**src/verilog/eeprom_settings.svh**
```systemverilog
`ifndef EEPROM_SETTINGS_SVH
`define EEPROM_SETTINGS_SVH

// byte address and transfer length
`define EE_ADDR_W        16
`define EE_LEN_W         17

// serial phase lengths in sys_clk cycles
`define EE_CMD_CYCLES    18
`define EE_ADDR_CYCLES   32
`define EE_BYTE_CYCLES   16

// host write byte buffer
`define EE_TXFIFO_DEPTH  16

`endif

```
**src/verilog/eeprom_pkg.sv**
```systemverilog
`default_nettype none

`include "eeprom_settings.svh"

package eeprom_pkg;

  typedef enum logic [7:0]
  {
    OP_WREN  = 8'h06,
    OP_RDSR  = 8'h05,
    OP_READ  = 8'h03,
    OP_WRITE = 8'h02
  } spi_opcode_e;

  typedef enum logic [2:0]
  {
    ST_IDLE,
    ST_LOAD,
    ST_CMD,
    ST_STATUS,
    ST_ADDR,
    ST_RD_DATA,
    ST_WR_DATA
  } seq_state_e;

  typedef struct packed
  {
    spi_opcode_e           opcode;
    logic [`EE_ADDR_W-1:0] addr;
    logic [`EE_LEN_W-1:0]  len;
  } ee_req_t;

  // one array access, valid while a strobe is high
  typedef struct packed
  {
    logic                  wr_strobe;
    logic                  rd_strobe;
    logic [`EE_ADDR_W-1:0] addr;
    logic [7:0]            data;
    logic                  last;
    logic                  status_rd;
  } ee_mem_op_t;

endpackage

`default_nettype wire

```
**src/verilog/eeprom_read_return.sv**
```systemverilog
`timescale 1ns/100ps
`default_nettype none

module eeprom_read_return
  import eeprom_pkg::*;
(
  input  logic       sys_clk,
  input  logic       glbl_rst_n,
  input  ee_mem_op_t ret_op,
  input  logic [7:0] rd_byte,
  output logic [7:0] flash_rd_data,
  output logic       flash_rd_valid,
  output logic       flash_rd_last,
  output logic       status_reg_en,
  output logic [7:0] status_reg
);

  logic data_ret;
  logic status_ret;

  // split the returned read by kind
  assign data_ret   = ret_op.rd_strobe && !ret_op.status_rd;
  assign status_ret = ret_op.rd_strobe && ret_op.status_rd;

  always_ff @(posedge sys_clk)
  begin
    if (!glbl_rst_n)
    begin
      flash_rd_valid <= 1'b0;
      flash_rd_last  <= 1'b0;
      status_reg_en  <= 1'b0;
    end
    else
    begin
      flash_rd_valid <= data_ret;
      flash_rd_last  <= data_ret && ret_op.last;
      status_reg_en  <= status_ret;
    end
  end

  always_ff @(posedge sys_clk)
  begin
    if (data_ret)
      flash_rd_data <= rd_byte;
    if (status_ret)
      status_reg <= rd_byte;
  end

endmodule

`default_nettype wire

```
**config.mk**
```make
export PLATFORM = sky130hd
export DESIGN_NAME = eeprom_read_return
export DESIGN_NICKNAME = d
export VERILOG_FILES = /design/src/verilog/eeprom_pkg.sv /design/src/verilog/eeprom_read_return.sv
export VERILOG_INCLUDE_DIRS = /design/src /design/src/verilog
export SDC_FILE = /design/constraint.sdc
export NUM_CORES = 1
export LEC_CHECK = 0
export BUFFER_PORTS_ARGS = -buffer_cell sky130_fd_sc_hd__buf_2
export CAP_MARGIN = 15
export CORE_ASPECT_RATIO = 0.7
export CORE_MARGIN = 4
export CORE_UTILIZATION = 30
export DETAILED_ROUTE_END_ITERATION = 6
export PLACE_DENSITY = 0.77
export SLEW_MARGIN = 5
export SYNTH_ARGS = -nofsm -noshare
export SYNTH_HDL_FRONTEND = slang
export SYNTH_SLANG_ARGS = --single-unit
```
**constraint.sdc**
```tcl
create_clock -name sys_clk -period 0.8 [get_ports sys_clk]
set_input_delay 0.04 -clock sys_clk [delete_from_list [all_inputs] [get_ports sys_clk]]
set_output_delay 0.04 -clock sys_clk [all_outputs]
set_load 0.05 [all_outputs]
```
== Word-level counts from Yosys, hierarchy flattened ==
Index checks and enable logic that the tools add are counted.
Storage, ports and cells
  register bits: 19
  output and inout bits: 19
  input bits: 38
Operators by class
  reductions and logical operators: 4
Operator list (count)
  $logic_and A1 B1 Y1: 3
  $logic_not A1 Y1: 1

== Longest topological paths before layout ==
  depth after elaboration: 3
  mapped depth: 1

== Least setup slack after synthesis ==
No wires, ideal clock.
  path type: reg2out
  start: register flash_rd_data[0]
  end: output port flash_rd_data[0]
  data arrival time: 0.601 ns
  cell stages (with the launch flop): 1
  buffers on the path: 0
  slack: 0.159 ns
  cells stage by stage: edfxtp_1
RTL lines
  from (decl): RTL line eeprom_read_return.sv:11  | output logic [7:0] flash_rd_data,
  from (signal assigned): RTL line eeprom_read_return.sv:44  | flash_rd_data <= rd_byte;
No word-level cell between the ends.

== Worst setup path in the final report ==
  start: register flash_rd_data[2]
  end: output port flash_rd_data[2]
No word-level cell between the ends.

==> flow_metrics.env <==
export IMPL_rsz0062_at_grt="true"
export IMPL_fin_crit_ns=0.9051
export IMPL_hold_slack_ns=0.02143
export IMPL_worst_slack_ns=-0.1051
export IMPL_wire_per_inst_um=12.84
export IMPL_syn_to_final_growth_pct=73.66
export IMPL_gp_congestion=0.6012
export IMPL_diodes=0
export IMPL_grt_pass1_wl_mm=1.849
export IMPL_synth_area_um2=584.3
export IMPL_die_w_um=60.75
export IMPL_drt_iter0_drc=1
export IMPL_antenna_found_initial=0
export IMPL_dpl_cell_count=78
export IMPL_use_met3_pct=1.143
export IMPL_finalInstanceArea_um2=1015
export IMPL_overflow=0
export IMPL_multi_input_area_um2=43.79
export IMPL_cts_tree="done"
export IMPL_worst_setup_path_type="reg -> out"
export IMPL_synth_xor_area_share_pct=0
export IMPL_path_cells="buf_6"
export IMPL_use_met1_pct=10.87
export IMPL_ir_drop_uv=972.2
export IMPL_powerDensity_nw_per_um2=2024
export IMPL_regArea_um2=544.3
export IMPL_drive_above_1_share_pct=61.76
export IMPL_critPathTopFamily="flip-flops"
export IMPL_slowest_stage="edfxtp_1"
export IMPL_synth_seq_cells=19
export IMPL_setup_viol=19
export IMPL_grt_max_degree=11
export IMPL_io_buffers=31
export IMPL_cts_root_buf="clkbuf_4"
export IMPL_avgSynthCellArea_um2=24.35
export IMPL_max_stage_delay_ns=0.41
export IMPL_synth_mux_area_share_pct=0
export IMPL_vias=374
export IMPL_fmax_mhz=1105
export IMPL_min_path_type="in -> reg"
export IMPL_worst_pin_slew_ns=0.2012
export IMPL_preCtsSetupSlack_ns=0.006718
export IMPL_clock_tree_buffer_depth=2
export IMPL_slew_headroom_pct=86.59
export IMPL_rows=13
export IMPL_vias_per_cell=4.156
export IMPL_seq_area_frac_synth_pct=92.51
export IMPL_required_ns=0.76
export IMPL_clock_sinks=19
export IMPL_synthesis_instances=24
export IMPL_grt_use_total_pct=9.501
export IMPL_yosys_area_share_simple_pct=7.495
export IMPL_ios=57
export IMPL_crit_buf_inv=1
export IMPL_grt_util_met2_pct=17.91
export IMPL_clk_pin_slew_worst_paths_ns=0.09
export IMPL_drv_cap=0
export IMPL_pwr_share_seq_pct=56.9
export IMPL_critPathCaptureType="output port"
export IMPL_firstDrtPassIters=2
export IMPL_fin_cells=90
export IMPL_power_leakage_nw=0.4210
export IMPL_fp_coreArea_um2=1854
export IMPL_die_h_um=44.93
export IMPL_synth_cell_types=7
export IMPL_hold_violations=0
export IMPL_synth_top_family_by_area="simple AND/OR/NAND/NOR gates"
export IMPL_post_cts_buffers=0
export IMPL_grt_pass1_vias=382
export IMPL_pwr_share_clk_pct=21.7
export IMPL_synth_nets=62
export IMPL_start_kind="register"
export IMPL_cts_htree_levels=1
export IMPL_status="finished with violations"
export IMPL_top_usage_layer="met2"
export IMPL_cts_made_buffers=3
export IMPL_cp_max_fo=1
export IMPL_arrival_ns=0.87
export IMPL_totalWireLength_mm=1.156
export IMPL_intPower_mw=1.504
export IMPL_setup_tns_ns=-1.267
export IMPL_ant_nets=0
export IMPL_fin_nets=107
export IMPL_violations="negative setup slack"
export IMPL_synth_compound_area_share_pct=0
export IMPL_drc=0
export IMPL_p_comb_share_pct=21.4
export IMPL_synth_warnings=0
export IMPL_yosys_area_share_adder_pct=0
export IMPL_p_sw_mw=0.5497
export IMPL_dieArea_um2=2729
export IMPL_timing_final_crit_share_pct=113.1
export IMPL_netSwitchingFraction_pct=26.76
export IMPL_initial_core_util_pct=31.51
export IMPL_fill_cells=162
export IMPL_dpl_cell_area_um2=774.5
export IMPL_drv_slew=0
timing repair:
action / in CTS / in global routing
endpoints found under the setup margin: 19 / 19
hold endpoints to repair: 16 / 0
hold buffers: 8 / 0
gates resized for setup: 44 / 0
path summary, 6_finish.rpt:
| check | from | endpoint | slack (ns) | cells past startpoint |
|---|---|---|---|---|
| setup / recovery | flash_rd_data[2] | flash_rd_data[2] | -0.11 | 1 |
| hold / removal | ret_op[1] | flash_rd_last | 0.02 | 2 |
cell usage in the layout, fill, tap and decap left out:
| cell type | instances |
|---|---|
| edfxtp_1 | 16 |
| buf_6 | 16 |
| buf_2 | 12 |
| dlygate4sd3_1 | 8 |
| clkbuf_4 | 3 |
| dfxtp_2 | 3 |
| buf_8 | 3 |
| and2b_2 | 1 |
| and3b_2 | 1 |
| and4b_1 | 1 |
| and2_2 | 1 |
| and3_2 | 1 |
| clkbuf_1 | 1 |
| buf_4 | 1 |
final cells by class:
| type | instances | share of cell area [%] |
|---|---|---|
| multi-input combinational | 5 | 4.316 |
| sequential | 19 | 53.64 |
| clock buffer | 4 | 2.589 |
| tap | 22 | 2.713 |
| timing repair buffer | 40 | 36.74 |
routing by layer:
layer / up-vias / share of wire [%]
met4: 0 / 0
met2: 15 / 58
met5: - / 0
li1: 180 / -
met3: 0 / 6.9
met1: 179 / 35
power groups by stage:
stage,logic [mW],clock network [mW],registers [mW]
final,0.439,0.447,1.17
after global routing,0.457,0.519,1.18
after CTS,0.440,0.471,1.17
after detailed placement,0.337,0,1.18
after global placement,0.333,0,1.17
after floorplan,0.0206,0,1.39
cells in the mapped netlist:
cell type,count,area (um2)
and3b_2,1,10.01
and4b_1,1,10.01
dfxtp_1,3,60.06
and3_2,1,7.510
and2_2,1,7.510
and2b_2,1,8.760
edfxtp_1,16,480.5
kinds of logic after synthesis:
logic type       Yosys count
DFF                       19
and+or+nand+nor            5
stage by stage:
| step | total power [mW] | utilization [%] |
|---|---|---|
| global route | 2.151 | 54.72 |
| finish | 2.054 | 54.72 |
| CTS | 2.081 | 54.72 |
| global placement | 1.506 | 41.77 |
| floorplan | 1.411 | - |
| detailed placement | 1.512 | 41.77 |
Note: power is estimated with default switching activity, not from simulation.
