[config.mk]
export PLATFORM = sky130hd
export DESIGN_NAME = eeprom_tx_fifo
export DESIGN_NICKNAME = d
export VERILOG_FILES = /design/src/verilog/eeprom_tx_fifo.sv
export VERILOG_INCLUDE_DIRS = /design/src /design/src/verilog
export SDC_FILE = /design/constraint.sdc
export NUM_CORES = 1
export LEC_CHECK = 0
export ABC_AREA = 1
export BUFFER_PORTS_ARGS = -buffer_cell sky130_fd_sc_hd__buf_2
export CAP_MARGIN = 20
export CORE_AREA = 2 2 127 117
export CTS_CLUSTER_DIAMETER = 50
export DETAILED_ROUTE_END_ITERATION = 7
export DIE_AREA = 0 0 129 119
export GPL_TIMING_DRIVEN = 0
export SLEW_MARGIN = 20
export SYNTH_ARGS = -nofsm -noshare
export SYNTH_HDL_FRONTEND = slang
export SYNTH_SLANG_ARGS = --single-unit
[constraint.sdc]
create_clock -name sys_clk -period 4.5 [get_ports sys_clk]
set_input_delay 0.225 -clock sys_clk [delete_from_list [all_inputs] [get_ports sys_clk]]
set_output_delay 0.225 -clock sys_clk [all_outputs]
set_load 0.05 [all_outputs]
[src/verilog/eeprom_settings.svh]
`ifndef EEPROM_SETTINGS_SVH
`define EEPROM_SETTINGS_SVH

// byte address and transfer length
`define EE_ADDR_W        16
`define EE_LEN_W         17

// serial phase lengths in sys_clk cycles
`define EE_CMD_CYCLES    18
`define EE_ADDR_CYCLES   32
`define EE_BYTE_CYCLES   16

// host write byte buffer
`define EE_TXFIFO_DEPTH  16

`endif

[src/verilog/eeprom_tx_fifo.sv]
`timescale 1ns/100ps
`default_nettype none

`include "eeprom_settings.svh"

module eeprom_tx_fifo
(
  input  logic       sys_clk,
  input  logic       glbl_rst_n,
  input  logic       wr_valid,
  input  logic [7:0] wr_data,
  input  logic       fifo_pop,
  output logic [7:0] fifo_data,
  output logic       fifo_empty
);

  localparam int PTR_W = $clog2(`EE_TXFIFO_DEPTH);

  logic [7:0]     buf_mem [`EE_TXFIFO_DEPTH];
  logic [PTR_W-1:0] wr_ptr;
  logic [PTR_W-1:0] rd_ptr;
  logic [PTR_W:0]   count;
  logic             in_valid;
  logic [7:0]       in_data;
  logic             push;
  logic             pop;

  assign fifo_empty = (count == '0);
  assign fifo_data  = buf_mem[rd_ptr];

  // drop on full
  assign push = in_valid && (count != (PTR_W + 1)'(`EE_TXFIFO_DEPTH));
  assign pop  = fifo_pop && !fifo_empty;

  always_ff @(posedge sys_clk)
  begin
    if (!glbl_rst_n)
    begin
      in_valid <= 1'b0;
      wr_ptr   <= '0;
      rd_ptr   <= '0;
      count    <= '0;
    end
    else
    begin
      in_valid <= wr_valid;
      if (push)
        wr_ptr <= wr_ptr + 1'b1;
      if (pop)
        rd_ptr <= rd_ptr + 1'b1;
      count <= count + (PTR_W + 1)'(push) - (PTR_W + 1)'(pop);
    end
  end

  always_ff @(posedge sys_clk)
  begin
    in_data <= wr_data;
    if (push)
      buf_mem[wr_ptr] <= in_data;
  end

endmodule

`default_nettype wire

; Word level (Yosys, flattened, before mapping)
; Memories as Yosys holds them, arrays and structs flattened. A register that Yosys moved wholly into a read port is not among the register bits.
; Cells that the tools add are included.
[word_totals]
mem_count = 1
regBits = 22
ramBits = 128
[op_classes]
eq_ne = 1
reduce_logical = 4
add_sub_neg = 4
mux = 4
[mem_list]
columns = name, words, word_bits, rd, rd_ports_with_merged_regs, wr, line_no
row1 = buf_mem, 16, 8, 1, 1, 1, eeprom_tx_fifo.sv:19  ; logic [7:0] buf_mem [`EE_TXFIFO_DEPTH];
[ops]
columns = op, n
row1 = "adder 4 x 1 -> 4 bit, second input constant", 2
row2 = 2-to-1 mux 4 bit, 2
row3 = adder 5 x 1 -> 5 bit, 1
row4 = zero test 5 bit, 1
row5 = "inequality test 5 bit, second input constant", 1
row6 = subtractor 5 x 1 -> 5 bit, 1
row7 = logical AND 1 bit, 2
row8 = 2-to-1 mux 1 bit, 2
row9 = zero test 1 bit, 1

; Logic depth before layout (Yosys ltp)
; Gate-level depths: netlist of run 1.
[depth]
ltp_word = 5
depth_mapped = 17
ltp_nobuf = 17

; Worst setup path after synthesis of run 1
; OpenSTA, ideal clock, no wires.
[synth_timing]
kind = register -> register
start = register count[3]
end = register count[4]
arrival_ns = 2.086
path_stages_with_launch = 17
path_buffers = 0
path_slack_ns = 2.302
synth_period_minus_slack_ns = 2.198
setup_ns = 0.113
path_cell_list = dfxtp_1 inv_1 ha_1 nand4_1 nand2_1 inv_1 ha_1 inv_1 ha_1 inv_1 fa_1 inv_1 nand2_1 nand2_1 a21oi_1 nor2_1 nor2_1
[synth_via]
elab_chain_cells = 4
[synth_lines]
columns = item, line_no
row1 = "start, declared", eeprom_tx_fifo.sv:22  ; logic [PTR_W:0] count;
row2 = "start signal, assigned", eeprom_tx_fifo.sv:51  ; count <= count + (PTR_W + 1)'(push) - (PTR_W + 1)'(pop);
row3 = inequality test 5 bit or zero test 5 bit (tied branches), "eeprom_tx_fifo.sv:32, eeprom_tx_fifo.sv:28"
row4 = logical AND 1 bit or zero test 1 bit (tied branches), "eeprom_tx_fifo.sv:32, eeprom_tx_fifo.sv:33"
row5 = adder 5 x 1 -> 5 bit or logical AND 1 bit (tied branches), "eeprom_tx_fifo.sv:51, eeprom_tx_fifo.sv:33"
row6 = subtractor 5 x 1 -> 5 bit *, eeprom_tx_fifo.sv:51
; Mark *: on every way between the ends. The rest lies on a longest branch, timed or not.
; A chain may end at the register's enable or synchronous reset.

; Worst setup path in the final report of run 1
[layout_timing]
start = register count[2]
end = register count[4]
; The elaborated chain is that of the path after synthesis.

==> impl_metrics.ini, run 1 <==
[outcome]
status = finished clean

[place]
dpl_cell_area_mm2 = 0.006978
place.gp.congestion = 0.8535
dp_hpwl_mm = 10.18
portBuffers = 20
dp_slack_ns = 1.930

[layout]
fin_area_mm2 = 0.007690
multi_input_area_mm2 = 0.001619
antenna_cells = 0
n_fill_cell = 1278
drive_above_1_share = 0.1048
syn_to_final_growth_pct = 15.98
final_nets = 736
seqCellArea_mm2 = 0.004364

[floorplanning]
die_w_um = 129
dieArea_mm2 = 0.01535
core_mm2 = 0.01424
io_pins = 21
rows = 42
die_y_um = 119
initial_core_util = 0.4656

[global_route]
first_global_vias = 4366
grt_use_total = 0.2228
grt_first_pass_wirelength_mm = 24.28
grt_max_degree = 17
overflow = 0
antenna_found_initial = 0

[sta]
max-slew-margin-rel = 0.3522
clock-skew-final_ns = 0.008849
final.setup.tns_ns = 0
rsz0062_at_grt = false
timing.fmax_mhz = 389.3
setup_viol = 0
fin_crit_sh = 0.5709
whs_ns = 0.05708
worst_slew_pin_slew_ns = 0.9682
maxSlewViolCount = 0
period_minus_slack_ns = 2.569
setup_ws_ns = 1.931
hold_violations = 0

[clock_tree]
clock_latency_ns = 0.44
tritoncts = yes
cts_inserted_buffers = 17
cts_buffer_depth = 2
postCtsSetupBuffers = 0
path_clk_slew_ns = 0.07
cts_root_buf = clkbuf_16
clock-sinks = 154
ctsHoldBuffers = 9
ctsResizeCount = 0
cts.htree.levels = 4

[logic_synthesis]
synth_area_leaders = edfxtp_1 (58%), nand2_1 (11%), dfxtp_1 (7.9%)
yosysTopAreaCell = edfxtp_1
async_flop_share = 0
ys_ff_latch = 154
yosysUniqueCellTypes = 17
postSynthAreaPerCell_um2 = 9.985
synth_area_mm2 = 0.006630
yosysMostFrequentCell = nand2_1
syn-num-nets = 688
synth-edff-count = 128
synth_warnings = 0
netlist_top_cells_count = nand2_1 (196), edfxtp_1 (128), inv_1 (124), nand3_1 (100), nor2_1 (36)
synth_top_area_share = 0.5797
syn_inst = 664
synth_seq_area_share = 0.6582
synth_flop_cell = edfxtp_1

[route]
wl_met1_mm = 7.063
vias = 4588
viasPerCell = 4.971
drc = 0
wl_per_cell_um = 17.39
drtAntennaViolNets = 0
dr_wl_met3_mm = 1.112
topRoutingLayerUsed = met4
dr_wl_met2_mm = 7.570
drt_wl_total_mm = 16.05
drtPass1Iterations = 5
drt_iter0_drc = 553

[pwr]
power_mw = 4.143
power_switching_mw = 1.368
p_leak_nw = 3.372
seqPwrFrac = 0.398
power_density_mw_per_mm2 = 538.8
ir_worst_vdd_uv = 323.5
power.share.clock = 0.353
comb_power_share = 0.250
p_sw_frac = 0.3302
power.internal_mw = 2.775

[setup_path]
cp.required_ns = 4.88
path_class = flip-flop to flip-flop
endpoint_kind = flip-flop
cp-start-kind = flip-flop
worstPathArrival_ns = 2.94
crit_fanout = 5

[job]
max_cap_viol_count = 0

[hold_path]
hp-class = input pin to flip-flop
==> per-stage QoR <==
step,instances,utilization
floorplan,664,-
global placement,882,0.4900
detailed placement,882,0.4900
CTS,923,0.5400
global route,923,0.5400
finish,923,0.5400
==> layer usage <==
metal  vias up  GRT usage
met5         -          0
met1      2174     0.3041
met4         0    0.08220
met2       179     0.3456
met3        20    0.05705
li1       2215          -
==> final timing paths <==
path,from,to,slack [ns],depth (start not counted)
min,glbl_rst_n,count[1],0.06,3
min reg2reg,in_valid,wr_ptr[2],0.51,2
max reg2reg,count[2],count[4],1.93,17
max,count[2],count[4],1.93,17
==> state kept, by name (all words and copies together), names as in the netlist, named ones only <==
| signal | count |
|---|---|
| buf_mem | 128 |
| in_data | 8 |
| count | 5 |
| rd_ptr | 4 |
| wr_ptr | 4 |
| in_valid | 1 |
==> placed cells by master, fill, tap and decap left out <==
master         Yosys  final
ha_1              11     11
buf_2             13     33
inv_2              2      2
clkinv_2           0      2
inv_6              0      2
inv_1            124    124
xor2_1             3      3
edfxtp_1         128    128
buf_4              3      3
clkbuf_1           2      3
nor2_1            36     36
dfxtp_1           26     26
a21oi_1            5      5
o21ai_0            4      4
inv_4              0      1
clkinv_4           0      3
nand3_1          100    100
clkbuf_16          0     22
nand4_1            3      3
nand2_1          196    196
clkinvlp_4         0      1
fa_1               1      1
buf_6              7      7
dlygate4sd3_1      0      9
==> cells by family (layout without fill, tap and decap cells) <==
family                   Yosys count  in the layout  share of synthesized area
AND/OR/NAND/NOR                  335            335                     0.2097
flip-flops                       154            154                     0.6582
buffers and inverters            151            212                    0.09757
adder cells (fa/ha/maj)           12             12                    0.02378
AO/OA/AOI/OAI                      9              9                   0.006793
XOR/XNOR                           3              3                   0.003964
==> power by group through the flow <==
stage	clock network, mW	registers (mW)	logic [mW]
after detailed placement	0	1.68	1.01
after CTS	1.48	1.65	1.03
after global routing	1.54	1.65	1.13
after global placement	0	1.67	0.992
final	1.46	1.65	1.03
after floorplan	0	1.66	0.726
==> worst max-delay path: stages, from the launching register on <==
cell	delay, ns
dfxtp_1	0.32
inv_1	0.08
ha_1	0.17
nand4_1	0.23
nand2_1	0.20
inv_1	0.09
ha_1	0.27
inv_1	0.06
ha_1	0.16
inv_1	0.06
fa_1	0.38
inv_1	0.07
nand2_1	0.07
nand2_1	0.06
a21oi_1	0.07
nand2_1	0.07
nand2_1	0.05
nor2_1	0.09
==> final cells by class <==
class                   count  share of cell area
clock buffers              23             0.07208
inverters                 126             0.06150
plain buffers              25             0.02262
repair buffers             29             0.02473
multi-input cells         359              0.2105
flip-flops and latches    154              0.5675
clock inverters             9            0.008786
well taps                 198             0.03222
No activity file was read; power rests on OpenSTA's default activity.
==> run 2: changes to the inputs <==
--- a/config.mk
+++ b/config.mk
@@ -14,6 +14,7 @@
 export DETAILED_ROUTE_END_ITERATION = 7
 export DIE_AREA = 0 0 129 119
 export GPL_TIMING_DRIVEN = 0
+export PLACE_DENSITY = 0.66
 export SLEW_MARGIN = 20
 export SYNTH_ARGS = -nofsm -noshare
 export SYNTH_HDL_FRONTEND = slang
==> constraint.sdc (replaced) <==
create_clock -name sys_clk -period 2.1 [get_ports sys_clk]
set_input_delay 0.105 -clock sys_clk [delete_from_list [all_inputs] [get_ports sys_clk]]
set_output_delay 0.105 -clock sys_clk [all_outputs]
set_load 0.05 [all_outputs]
==> run 2 against run 1 <==
Against the previous run:
- the flow now finishes with violations (setup timing)
- clock skew decreased by 0.0028 ns
- count of clock-buffer cells in the layout fell by 1
- core utilization rose by 1.1 points
- total power up 110%
- clock power is 92% higher
- first-iteration DRC count fell by 18%
- setup slack worse by 2.1 ns
==> impl_metrics.ini, run 2 (synthesis results as in run 1) <==
[route]
drc = 0
drtAntennaViolNets = 0
drt_wl_total_mm = 15.49
vias = 4571
viasPerCell = 4.931
wl_per_cell_um = 16.71
drtPass1Iterations = 5
drt_iter0_drc = 454

[layout]
final_nets = 741
drive_above_1_share = 0.1454
stdcell_count = 927
final_cell_mix = nand2_1 (192), edfxtp_1 (128), inv_1 (117)
antenna_cells = 0
n_fill_cell = 1230
largest_register_ffs = 128
final_common_cell = nand2_1
reg_top3 = buf_mem x128, in_data x8, count x5
utilization = 0.5510
seqCellArea_mm2 = 0.004367
syn_to_final_growth_pct = 18.36
multi_input_area_mm2 = 0.001763
largest_register = buf_mem

[pwr]
p_leak_nw = 3.364
power_density_mw_per_mm2 = 1112
ir_worst_vdd_uv = 685.0
power_mw = 8.728

[clock_tree]
cts.htree.levels = 4
cts_inserted_buffers = 17
cts_buffer_depth = 2
cts_root_buf = clkbuf_16
tritoncts = yes
path_clk_slew_ns = 0.06
clock-sinks = 154
clock_latency_ns = 0.42

[sta]
maxSlewViolCount = 0
hold_violations = 0
final.setup.tns_ns = -2.503
fin_crit_sh = 1.058
timing.fmax_mhz = 449.9
setup_ws_ns = -0.1226
setup_viol = 33
rsz0062_at_grt = true
whs_ns = 0.03215
period_minus_slack_ns = 2.223
worst_slew_pin_slew_ns = 0.8586
clock-skew-final_ns = 0.006065
max-slew-margin-rel = 0.4255

[setup_path]
r2r_setup_slack_ns = -0.12
cp.required_ns = 2.15
path_class = flip-flop to flip-flop
endpoint_kind = flip-flop
crit_fanout = 8
worstPathArrival_ns = 2.27
cp-start-kind = flip-flop

[place]
dp_hpwl_mm = 10.16
dp_cells = 882
place.gp.congestion = 0.8661
portBuffers = 20

[global_route]
overflow = 0
antenna_found_initial = 0
grt_first_pass_wirelength_mm = 24.24
grt_use_total = 0.2171
grt_max_degree = 17
first_global_vias = 4608

[outcome]
status = complete, but fails checks
violations = setup timing

[floorplanning]
dieArea_mm2 = 0.01535
die_y_um = 119
rows = 42
io_pins = 21
initial_core_util = 0.4656
core_mm2 = 0.01424
die_w_um = 129

[hold_path]
hp-class = input pin to flip-flop

[job]
max_cap_viol_count = 0
-- run 2: report_power, final --
part | switching [mW] | total, mW | internal, mW
clock network | 1.13 | 2.80 | 1.67
registers | 0.115 | 3.54 | 3.42
logic | 1.59 | 2.39 | 0.802
-- run 2: routing by layer --
layer,part of all wire,GRT usage,up-vias
met5,0,0,-
met1,0.43,0.2868,2185
met3,0.068,0.04987,23
met4,0.019,0.08764,0
met2,0.49,0.3476,138
li1,-,-,2225
-- run 2: timing repair --
action / CTS / global route
setup endpoints to repair: 134 / 130
gates resized for setup: 16 / 32
cloned: 0 / 0
pin swaps: 2 / 7
buffers inserted: 1 / 4
endpoints found under the hold margin: 14 / 0
hold buffers: 10 / 0
-- run 2: cell type report --
| class | count | area share |
|---|---|---|
| clock inverter | 9 | 0.009726 |
| clock buffer | 22 | 0.05915 |
| inverter | 126 | 0.06138 |
| sequential | 154 | 0.5564 |
| timing repair buffer | 35 | 0.03380 |
| tap | 198 | 0.03157 |
| buffer | 24 | 0.02328 |
| multi-input combinational | 359 | 0.2246 |
-- run 2: final timing paths --
| check | from | to | depth (start not counted) |
|---|---|---|---|
| max reg2reg | count[2] | buf_mem[12][1] | 7 |
| min | fifo_pop | rd_ptr[2] | 3 |
| min reg2reg | rd_ptr[1] | flip-flop | 2 |
| max | count[2] | buf_mem[12][1] | 7 |
-- run 2: stage by stage --
stage	setup WS (ns)	cell area, um^2
2_1_floorplan	-0.007473	6665
3_3_place_gp	-0.1906	7013
3_5_place_dp	-0.3095	7013
4_1_cts	-0.1533	7701
5_1_grt	-0.2436	7848
6_report	-0.1226	7848
-- run 2: worst max-delay path, stage by stage, from the launching register on --
cell and delay (ns):
dfxtp_1 0.35, inv_2 0.06, ha_4 0.15, nand4_1 0.12, nand2_2 0.12, inv_1 0.17, nand2_1 0.17, nor2_1 0.69
