--- config.mk ---
export PLATFORM = sky130hd
export DESIGN_NAME = eeprom_req_decode
export DESIGN_NICKNAME = d
export VERILOG_FILES = /design/src/verilog/eeprom_pkg.sv /design/src/verilog/eeprom_req_decode.sv
export VERILOG_INCLUDE_DIRS = /design/src /design/src/verilog
export SDC_FILE = /design/constraint.sdc
export NUM_CORES = 1
export LEC_CHECK = 0
export BUFFER_PORTS_ARGS = -buffer_cell sky130_fd_sc_hd__buf_2
export CAP_MARGIN = 0
export CORE_MARGIN = 10
export CORE_UTILIZATION = 25
export DETAILED_ROUTE_END_ITERATION = 6
export GPL_ROUTABILITY_DRIVEN = 0
export PLACE_DENSITY = 0.59
export REMOVE_ABC_BUFFERS = 1
export SLEW_MARGIN = 20
export SYNTH_ARGS = -nofsm -noshare
export SYNTH_HDL_FRONTEND = slang
export SYNTH_SLANG_ARGS = --single-unit
--- constraint.sdc ---
create_clock -name sys_clk -period 1.2 [get_ports sys_clk]
set_clock_uncertainty 0.2 [all_clocks]
set_input_delay 0.06 -clock sys_clk [delete_from_list [all_inputs] [get_ports sys_clk]]
set_output_delay 0.06 -clock sys_clk [all_outputs]
set_load 0.02 [all_outputs]
--- src/verilog/eeprom_settings.svh ---
`ifndef EEPROM_SETTINGS_SVH
`define EEPROM_SETTINGS_SVH

// byte address and transfer length
`define EE_ADDR_W        16
`define EE_LEN_W         17

// serial phase lengths in sys_clk cycles
`define EE_CMD_CYCLES    18
`define EE_ADDR_CYCLES   32
`define EE_BYTE_CYCLES   16

// host write byte buffer
`define EE_TXFIFO_DEPTH  16

`endif

--- src/verilog/eeprom_pkg.sv ---
`default_nettype none

`include "eeprom_settings.svh"

package eeprom_pkg;

  typedef enum logic [7:0]
  {
    OP_WREN  = 8'h06,
    OP_RDSR  = 8'h05,
    OP_READ  = 8'h03,
    OP_WRITE = 8'h02
  } spi_opcode_e;

  typedef enum logic [2:0]
  {
    ST_IDLE,
    ST_LOAD,
    ST_CMD,
    ST_STATUS,
    ST_ADDR,
    ST_RD_DATA,
    ST_WR_DATA
  } seq_state_e;

  typedef struct packed
  {
    spi_opcode_e           opcode;
    logic [`EE_ADDR_W-1:0] addr;
    logic [`EE_LEN_W-1:0]  len;
  } ee_req_t;

  // one array access, valid while a strobe is high
  typedef struct packed
  {
    logic                  wr_strobe;
    logic                  rd_strobe;
    logic [`EE_ADDR_W-1:0] addr;
    logic [7:0]            data;
    logic                  last;
    logic                  status_rd;
  } ee_mem_op_t;

endpackage

`default_nettype wire

--- src/verilog/eeprom_req_decode.sv ---
`timescale 1ns/100ps
`default_nettype none

`include "eeprom_settings.svh"

module eeprom_req_decode
  import eeprom_pkg::*;
(
  input  logic                  sys_clk,
  input  logic                  glbl_rst_n,
  input  logic                  flash_rden,
  input  logic                  flash_wren,
  input  logic [`EE_ADDR_W:0]   flash_addr,
  input  logic [`EE_LEN_W-1:0]  flash_length,
  input  logic                  seq_idle,
  output logic                  flash_ready,
  output ee_req_t               req,
  output logic                  req_valid
);

  logic        req_pending;
  logic        new_req;
  spi_opcode_e opcode;

  assign new_req = flash_rden || flash_wren;

  // low from the request pulse until the sequencer is idle again
  assign flash_ready = seq_idle && !req_pending && !new_req;

  // bit 16 selects the register space
  always_comb
  begin
    if (flash_addr[`EE_ADDR_W])
      opcode = flash_wren ? OP_WREN : OP_RDSR;
    else
      opcode = flash_wren ? OP_WRITE : OP_READ;
  end

  always_ff @(posedge sys_clk)
  begin
    if (!glbl_rst_n)
    begin
      req_pending <= 1'b0;
      req_valid   <= 1'b0;
    end
    else
    begin
      req_valid <= new_req;
      if (new_req)
        req_pending <= 1'b1;
      else if (!seq_idle)
        req_pending <= 1'b0;
    end
  end

  always_ff @(posedge sys_clk)
  begin
    if (new_req)
    begin
      req.opcode <= opcode;
      req.addr   <= flash_addr[`EE_ADDR_W-1:0];
      req.len    <= flash_length;
    end
  end

endmodule

`default_nettype wire

* Yosys cells after proc, flatten, opt, wreduce, memory -nomap -nowiden
Index checks and enable logic that the tools add are counted.
** Cells by class
- Equal/unequal tests :: 1
- Muxes and demuxes :: 5
- Reduce and logical (&&, ||, !) cells :: 5
** Operators by type and width (number)
- two-way mux 1 bit :: 3
- two-way mux 3 bit :: 1
- logical AND 1 bit :: 2
- zero test 1 bit :: 2
- two-way mux 2 bit :: 1
- != test 2 x 1 -> 1 bit (second input constant) :: 1
- logical OR 1 bit :: 1
** Word-level totals
- Bits in registers :: 43
- Output and inout bits :: 43
- Word-level logic and storage cells :: 16

* Longest topological paths before layout
Gate-level depths: netlist (run 1).
- Depth in word-level cells :: 3
- Depth in mapped cells :: 2
- Mapped depth without buffers :: 2

* Worst setup path after synthesis (run 1)
OpenSTA, ideal clock, no wires.
- Kind :: in2out
- From :: input port flash_wren
- To :: output port flash_ready
- Arrival time :: 0.839 ns
- Required time :: 0.940 ns
- Path slack :: 0.101 ns
- Cell stages on the path :: 2
- Buffers on the path :: 0
- Cell sequence :: or2_4 -> nor3b_2
** Between the ends
- Cells in the longest elaborated chain, start to end :: 3
** Ends and longest elaborated chain
- start, declared :: line eeprom_req_decode.sv:12 : input logic flash_wren,
- logical OR 1 bit :: line eeprom_req_decode.sv:25 : assign new_req = flash_rden || flash_wren;
- zero test 1 bit :: line eeprom_req_decode.sv:28 : assign flash_ready = seq_idle && !req_pending && !new_req;
- logical AND 1 bit :: line eeprom_req_decode.sv:28
- end, declared :: line eeprom_req_decode.sv:16 : output logic flash_ready,
Every way passes these cells.

* Worst setup path in the final report (run 1)
- From :: register req_pending
- To :: output port flash_ready
** Between the ends
- Cells in the longest elaborated chain, start to end :: 3
** Ends and longest elaborated chain
- start, declared :: line eeprom_req_decode.sv:21 : logic req_pending;
- start signal, assigned :: line eeprom_req_decode.sv:43 : req_pending <= 1'b0;
- start signal, assigned :: line eeprom_req_decode.sv:50 : req_pending <= 1'b1;
- start signal, assigned :: line eeprom_req_decode.sv:52 : req_pending <= 1'b0;
- zero test 1 bit :: line eeprom_req_decode.sv:28
- logical AND 1 bit (2 in series) :: line eeprom_req_decode.sv:28
Every way passes these cells.

==> results of run 1 <==
[area by class of cell]
type / count / share of cell area, %
tap: 67 / 3.796
clock buffer: 6 / 3.286
clock inverter: 2 / 0.6232
sequential: 38 / 50.82
multi-input combinational: 11 / 2.890
timing repair buffer: 120 / 38.41
inverter: 1 / 0.1700
[worst max-delay path: stages (launching register included)]
cell and delay [ps]:
dfxtp_2 340, nor3b_2 180, buf_4 170
[timing repair]
action                     CTS  global route
pin swaps                    0             1
hold endpoints to repair    38             0
hold buffers                39             0
setup endpoints to repair    1             2
gates cloned                 0             0
buffers inserted             0             2
gates resized for setup      2             0
[cell families after synthesis]
family | Yosys count | synth area share [%]
and+or+nand+nor | 5 | 3.100
AOI/OAI and AO/OA | 1 | 0.6201
buffers and inverters | 6 | 3.409
other | 1 | 0.3096
DFF | 38 | 92.56
[stage by stage]
stage | hold slack (ps) | area [um^2] | setup TNS, ps
floorplan | -41.13 | 1189 | 0
global placement | 36.65 | 1713 | 0
detailed placement | 38.15 | 1713 | 0
CTS | 84.58 | 2193 | -16.27
global route | 68.40 | 2208 | -82.76
finish | 81.98 | 2208 | -35.48
[synthesized netlist by cell type]
cell       n
a211oi_1   1
and2_1     1
buf_4      5
conb_1     1
dfxtp_1    2
edfxtp_1  36
inv_1      1
nand2_1    1
nor2b_1    1
nor3b_2    1
or2_4      1
[power by group]
group	total, mW	switching [mW]	internal, mW	leakage, nW
logic	0.515	0.283	0.232	0.537
registers	1.61	0.0280	1.58	0.383
clock network	0.842	0.433	0.409	0.0452
total	2.96	0.744	2.22	0.965
[worst paths after layout]
| kind | slack (ps) | start | end | cells after the start |
|---|---|---|---|---|
| max | -40 | req_pending | flash_ready | 2 |
| min reg2reg | 350 | req_pending | req_pending | 2 |
| max reg2reg | 270 | req_pending | req_pending | 2 |
| min | 80 | flash_rden | req[3] | 3 |
[state kept, by name, indices dropped and copies added (netlist names)]
register	cells
req	36
req_valid	1
req_pending	1
[placed cells by master, fill, tap and decap left out, types with 3 or more instances in the layout]
master         count
conb_1             5
buf_4              3
dlygate4sd3_1     39
buf_2             75
buf_12             3
clkbuf_8           5
edfxtp_1          36
[routing by layer]
| metal | wire length [um] | global-route usage, % |
|---|---|---|
| met1 | 1268 | 8.501 |
| met2 | 1738 | 14.64 |
| met3 | 450 | 5.054 |
| met4 | 38 | 2.601 |
| met5 | 0 | 0 |
==> run_results.csv, run 1 <==
group,metric,value,unit
power,ir_worst_vdd,0.0006019,V
drt,vias_per_cell,3.669,
worst_setup_path,cp_data_required_time,940,ps
worst_setup_path,criticalPathCategory,"flop to output pin",
synth,ys_types,11,
layout,multi_input_gate_area,63.81,um^2
layout,final-seq-area,1122,um^2
power,power.density,1343,nW/um^2
place,portBuffers,76,
global_routing,wire_length_of_the_first_global_routing_pass,4926,um
drt,totalWireLength,3496,um
floorplan,pin_count,82,
layout,antenna_diode_count,0,
clock_network,cts-root-to-sink-buffers,2,
drt,antenna_left,0,
synth,ys_seq_elements,38,
timing,layout_setup_ws,-35.48,ps
global_routing,number_of_global_route_vias_before_repair,995,
layout,post_layout_nonfiller_instances,245,
timing,hold_viol_final,0,
floorplan,core_region_area,4723,um^2
drt,dr.first_iter.drc_count,19,
drt,dr_total_vias,899,
floorplan,overall_die_area,8029,um^2
synth,synth_area,1211,um^2
timing,fmax,0.8094,GHz
run_status,violations,"negative setup slack",
timing,unrepaired_setup_endpoints_after_global_routing,"yes",
floorplan,floorplan.initialDensity,25.64,%
power,design_power_total,2.965,mW
place,detailed_place_hpwl,2619,um
clock_network,cts-buffers-inserted,5,
floorplan,floorplan.die.width,89.61,um
run_status,outcome,"complete, but fails checks",
clock_network,cts_htree_levels,2,
drt,drc_errors,0,
floorplan,die_h,89.61,um
worst_setup_path,critPathCaptureType,"output pin",
synth,synth_area_per_cell,23.75,um^2
power,p_leak,0.9651,nW
layout,final_util,46.76,%
clock_network,cts_root_buf,"clkbuf_8",
timing,timing_max_transition_violations_final,0,
drt,post_drt_wl_per_cell,14.27,um
synth,yosysTopAreaCell,"edfxtp_1",
global_routing,grt_overflow_total,0,
global_routing,track_usage,8.536,%
timing,min_period,1235,ps
synth,yosysWarnings,0,
synth,synth.area.top_cells,"edfxtp_1, dfxtp_1, buf_4",
clock_network,clk_latency,280,ps
timing,final_min_period_over_clock_period,103.0,%
layout,drive_above_1_share,51.12,%
timing,setup_viol_count_final,1,
synth,seq_area_frac_synth,92.56,%
floorplan,floorplan.rows,25,
clock_network,clock_tree_from_tritoncts,"yes",
synth,netlist.area_leader.share,89.26,%
worst_setup_path,worst_setup_path_start_kind,"flop",
global_routing,grt_max_degree,17,
layout,fill_cells,447,
synth,netlist_instances,51,
hold_path,class_of_the_tightest_hold_or_removal_check,"primary input to flop",
global_routing,grt_antenna_before_repair,0,
run,cap_viol_max_count,0,
place,numPlacedInstances,196,
layout,num-nets-final,216,
clock_network,clock-sinks,38,
drt,drt_pass1_iterations,2,
clock_network,cts.reportedPaths.clkPinSlew,70,ps
layout,flow.area_growth_from_synthesis,82.33,%
place,place_ws,84.67,ps
worst_setup_path,critPathArrivalTime,980,ps
worst_setup_path,worstPathMaxFanout,2,
(Power assumes the default switching activity.)
==> run 2: changes to the inputs <==
- ABC_AREA: not set -> 1
- CORE_MARGIN: 10 -> 2
- PLACE_DENSITY: 0.59 -> 0.61
- clock period: 1.2 -> 1.1 ns (I/O delays scaled with it)
==> run 2 against run 1 <==
Effect of this change:
- cell area is 1.8% higher
- via count is 0.56% lower
- highest routed layer unchanged
- synthesized cell count is 7.8% higher
- power is 10% higher
- combinational power is 16% higher
- the run ends with negative hold slack, negative setup slack left
- critical path depth is 2 higher
- non-clock buffer count is 2 lower
- sequential power is 9% higher
==> run_results.csv, run 2 <==
group,metric,value,unit
run_status,outcome,"complete, but fails checks",
run_status,violations,"negative hold slack, negative setup slack",
clock_network,cts_htree_levels,2,
layout,layout.cells.most_common,"buf_2",
floorplan,floorplan.rows,25,
floorplan,core_region_area,4692,um^2
synth,synth.area.top_cells,"edfxtp_1, dfxtp_1, buf_4",
layout,stdcell_area,2248,um^2
timing,timing_max_transition_violations_final,0,
worst_setup_path,rrSetupSlack,330,ps
timing,hold_viol_final,2,
place,portBuffers,76,
worst_setup_path,worstRegToRegCells,2,
global_routing,grt_antenna_before_repair,0,
layout,largest_register_ffs,36,
power,p_leak,0.9880,nW
global_routing,grt_overflow_total,0,
synth,commonest_cells_post_synth,"edfxtp_1, buf_4, nand2_1",
drt,dr_total_vias,894,
worst_setup_path,critPathArrivalTime,900,ps
timing,fmax,0.8673,GHz
synth,yosysTopAreaCell,"edfxtp_1",
layout,multi_input_gate_area,55.05,um^2
synth,synth_area_per_cell,22.02,um^2
worst_setup_path,cp_data_required_time,840,ps
timing,setup_viol_count_final,2,
synth,netlist.area_leader.share,89.26,%
global_routing,grt_max_degree,21,
drt,totalWireLength,2728,um
synth,synth-main-ff-cell,"edfxtp_1",
floorplan,overall_die_area,5418,um^2
clock_network,cts-buffers-inserted,5,
synth,yosysWarnings,0,
global_routing,wire_length_of_the_first_global_routing_pass,3801,um
worst_setup_path,r2r-end,"req_pending",
timing,setup_total_negative_slack,-68.85,ps
worst_setup_path,critPathCaptureType,"output pin",
synth,seq_area_frac_synth,92.56,%
floorplan,floorplan.die.width,73.61,um
drt,dr.first_iter.drc_count,15,
layout,num-nets-final,218,
layout,top_register,"req",
hold_path,min_to,"req_valid",
worst_setup_path,worstPathMaxFanout,2,
worst_setup_path,worst_setup_path_start_kind,"flop",
layout,flow.area_growth_from_synthesis,85.64,%
clock_network,cts.reportedPaths.clkPinSlew,70,ps
clock_network,clk_latency,280,ps
place,placement.cell_area,1679,um^2
power,ir_worst_vdd,0.0006793,V
synth,synth_enable_flop_cells,36,
layout,drive_above_1_share,52.22,%
floorplan,pin_count,82,
timing,final_min_period_over_clock_period,104.8,%
timing,unrepaired_setup_endpoints_after_global_routing,"yes",
drt,drc_errors,0,
clock_network,cts-root-to-sink-buffers,2,
synth,netlist_instances,55,
worst_setup_path,worst_path_slowest_cell,"dfxtp_2",
synth,yosysMostFrequentCell,"edfxtp_1",
layout,fill_cells,427,
global_routing,number_of_global_route_vias_before_repair,894,
place,detailed_place_hpwl,1917,um
floorplan,die_h,73.61,um
run,cap_viol_max_count,0,
floorplan,floorplan.initialDensity,25.81,%
clock_network,clock-sinks,38,
hold_path,min_path_cells,4,
global_routing,track_usage,9.717,%
timing,layout_setup_ws,-53.00,ps
synth,synthArstFlopShare,0,%
timing,min_period,1153,ps
hold_path,class_of_the_tightest_hold_or_removal_check,"primary input to flop",
layout,antenna_diode_count,0,
layout,most-common-layout-cells,"buf_2, dlygate4sd3_1, edfxtp_1, buf_6",
synth,synth_area,1211,um^2
layout,final_util,47.92,%
power,power.density,1451,nW/um^2
clock_network,cts_post_setup_buffers_inserted,0,
clock_network,clock_tree_from_tritoncts,"yes",
worst_setup_path,criticalPathCategory,"flop to output pin",
drt,vias_per_cell,3.821,
layout,final-seq-area,1122,um^2
synth,ys_types,10,
drt,post_drt_wl_per_cell,11.66,um
worst_setup_path,critical_path.cell_chain,"inv_2 > nand2_2 > nor2_2 > buf_6",
timing,hold_slack,-49.43,ps
drt,drt_pass1_iterations,4,
worst_setup_path,r2r_start,"req_pending",
synth,ys_seq_elements,38,
clock_network,cts_root_buf,"clkbuf_8",
place,place_ws,99.06,ps
worst_setup_path,critical_path.max_stage_delay,330,ps
drt,antenna_left,0,
layout,largestRegisters,"req: 36 flops, req_pending: 1 flops, req_valid: 1 flops",
hold_path,min_from,"flash_wren",
-- run 2: changes by cell type after synthesis --
cell	delta
nand3_1	+1
inv_2	+2
inv_1	+1
and2_1	-1
nor2b_1	-1
nor3b_2	-1
nand2_1	+2
nor2_2	+2
o21ai_1	+1
a211oi_1	-1
or2_4	-1
-- run 2: cell type report --
class	count	share of cell area, %
clock buffer	5	3.061
clock inverter	3	0.7234
inverter	4	0.6678
multi-input combinational	12	2.449
sequential	38	49.92
tap	54	3.005
timing repair buffer	118	40.18
-- run 2: worst max-delay path: cells and delay by family, from the launching register on --
family,cells,cell delay (ps)
buffers and inverters,2,160
and+or+nand+nor,2,130
DFF,1,330
-- run 2: metal layers --
metal,vias up,part of all wire (%),global-route usage [%]
li1,436,-,-
met1,403,36,9.059
met2,51,54,17.86
met3,4,8.4,4.938
met4,0,1.1,3.636
met5,-,0,0
-- run 2: worst max path at each step --
stage	startpoint	endpoint	cells past startpoint
2_1_floorplan	flash_wren	req[0]	2
3_3_place_gp	flash_wren	flash_ready	6
3_5_place_dp	flash_wren	flash_ready	6
4_1_cts	req_pending	flash_ready	4
5_1_grt	req_pending	flash_ready	4
6_report	req_pending	flash_ready	4
-- run 2: repair_timing --
item                       in CTS  in global routing
hold endpoints to repair       38                  4
pin swaps                       1                  0
hold buffers                   38                  1
setup endpoints to repair       1                 22
resized for setup               3                 32
-- run 2: where the power goes --
group	switching (mW)	internal [mW]
clock	0.468	0.433
combinational	0.301	0.296
sequential	0.0394	1.73
-- run 2: kinds of logic after synthesis --
logic type             synth area share (%)
buffers and inverters                 4.340
and+or+nand+nor                       2.375
AOI/OAI and AO/OA                    0.4128
other                                0.3096
DFF                                   92.56
-- run 2: through the flow --
step | cells | power (mW)
2_1_floorplan | 54 | 2.006
3_3_place_gp | 188 | 2.206
3_5_place_dp | 188 | 2.218
4_1_cts | 234 | 3.245
5_1_grt | 234 | 3.409
6_report | 234 | 3.263
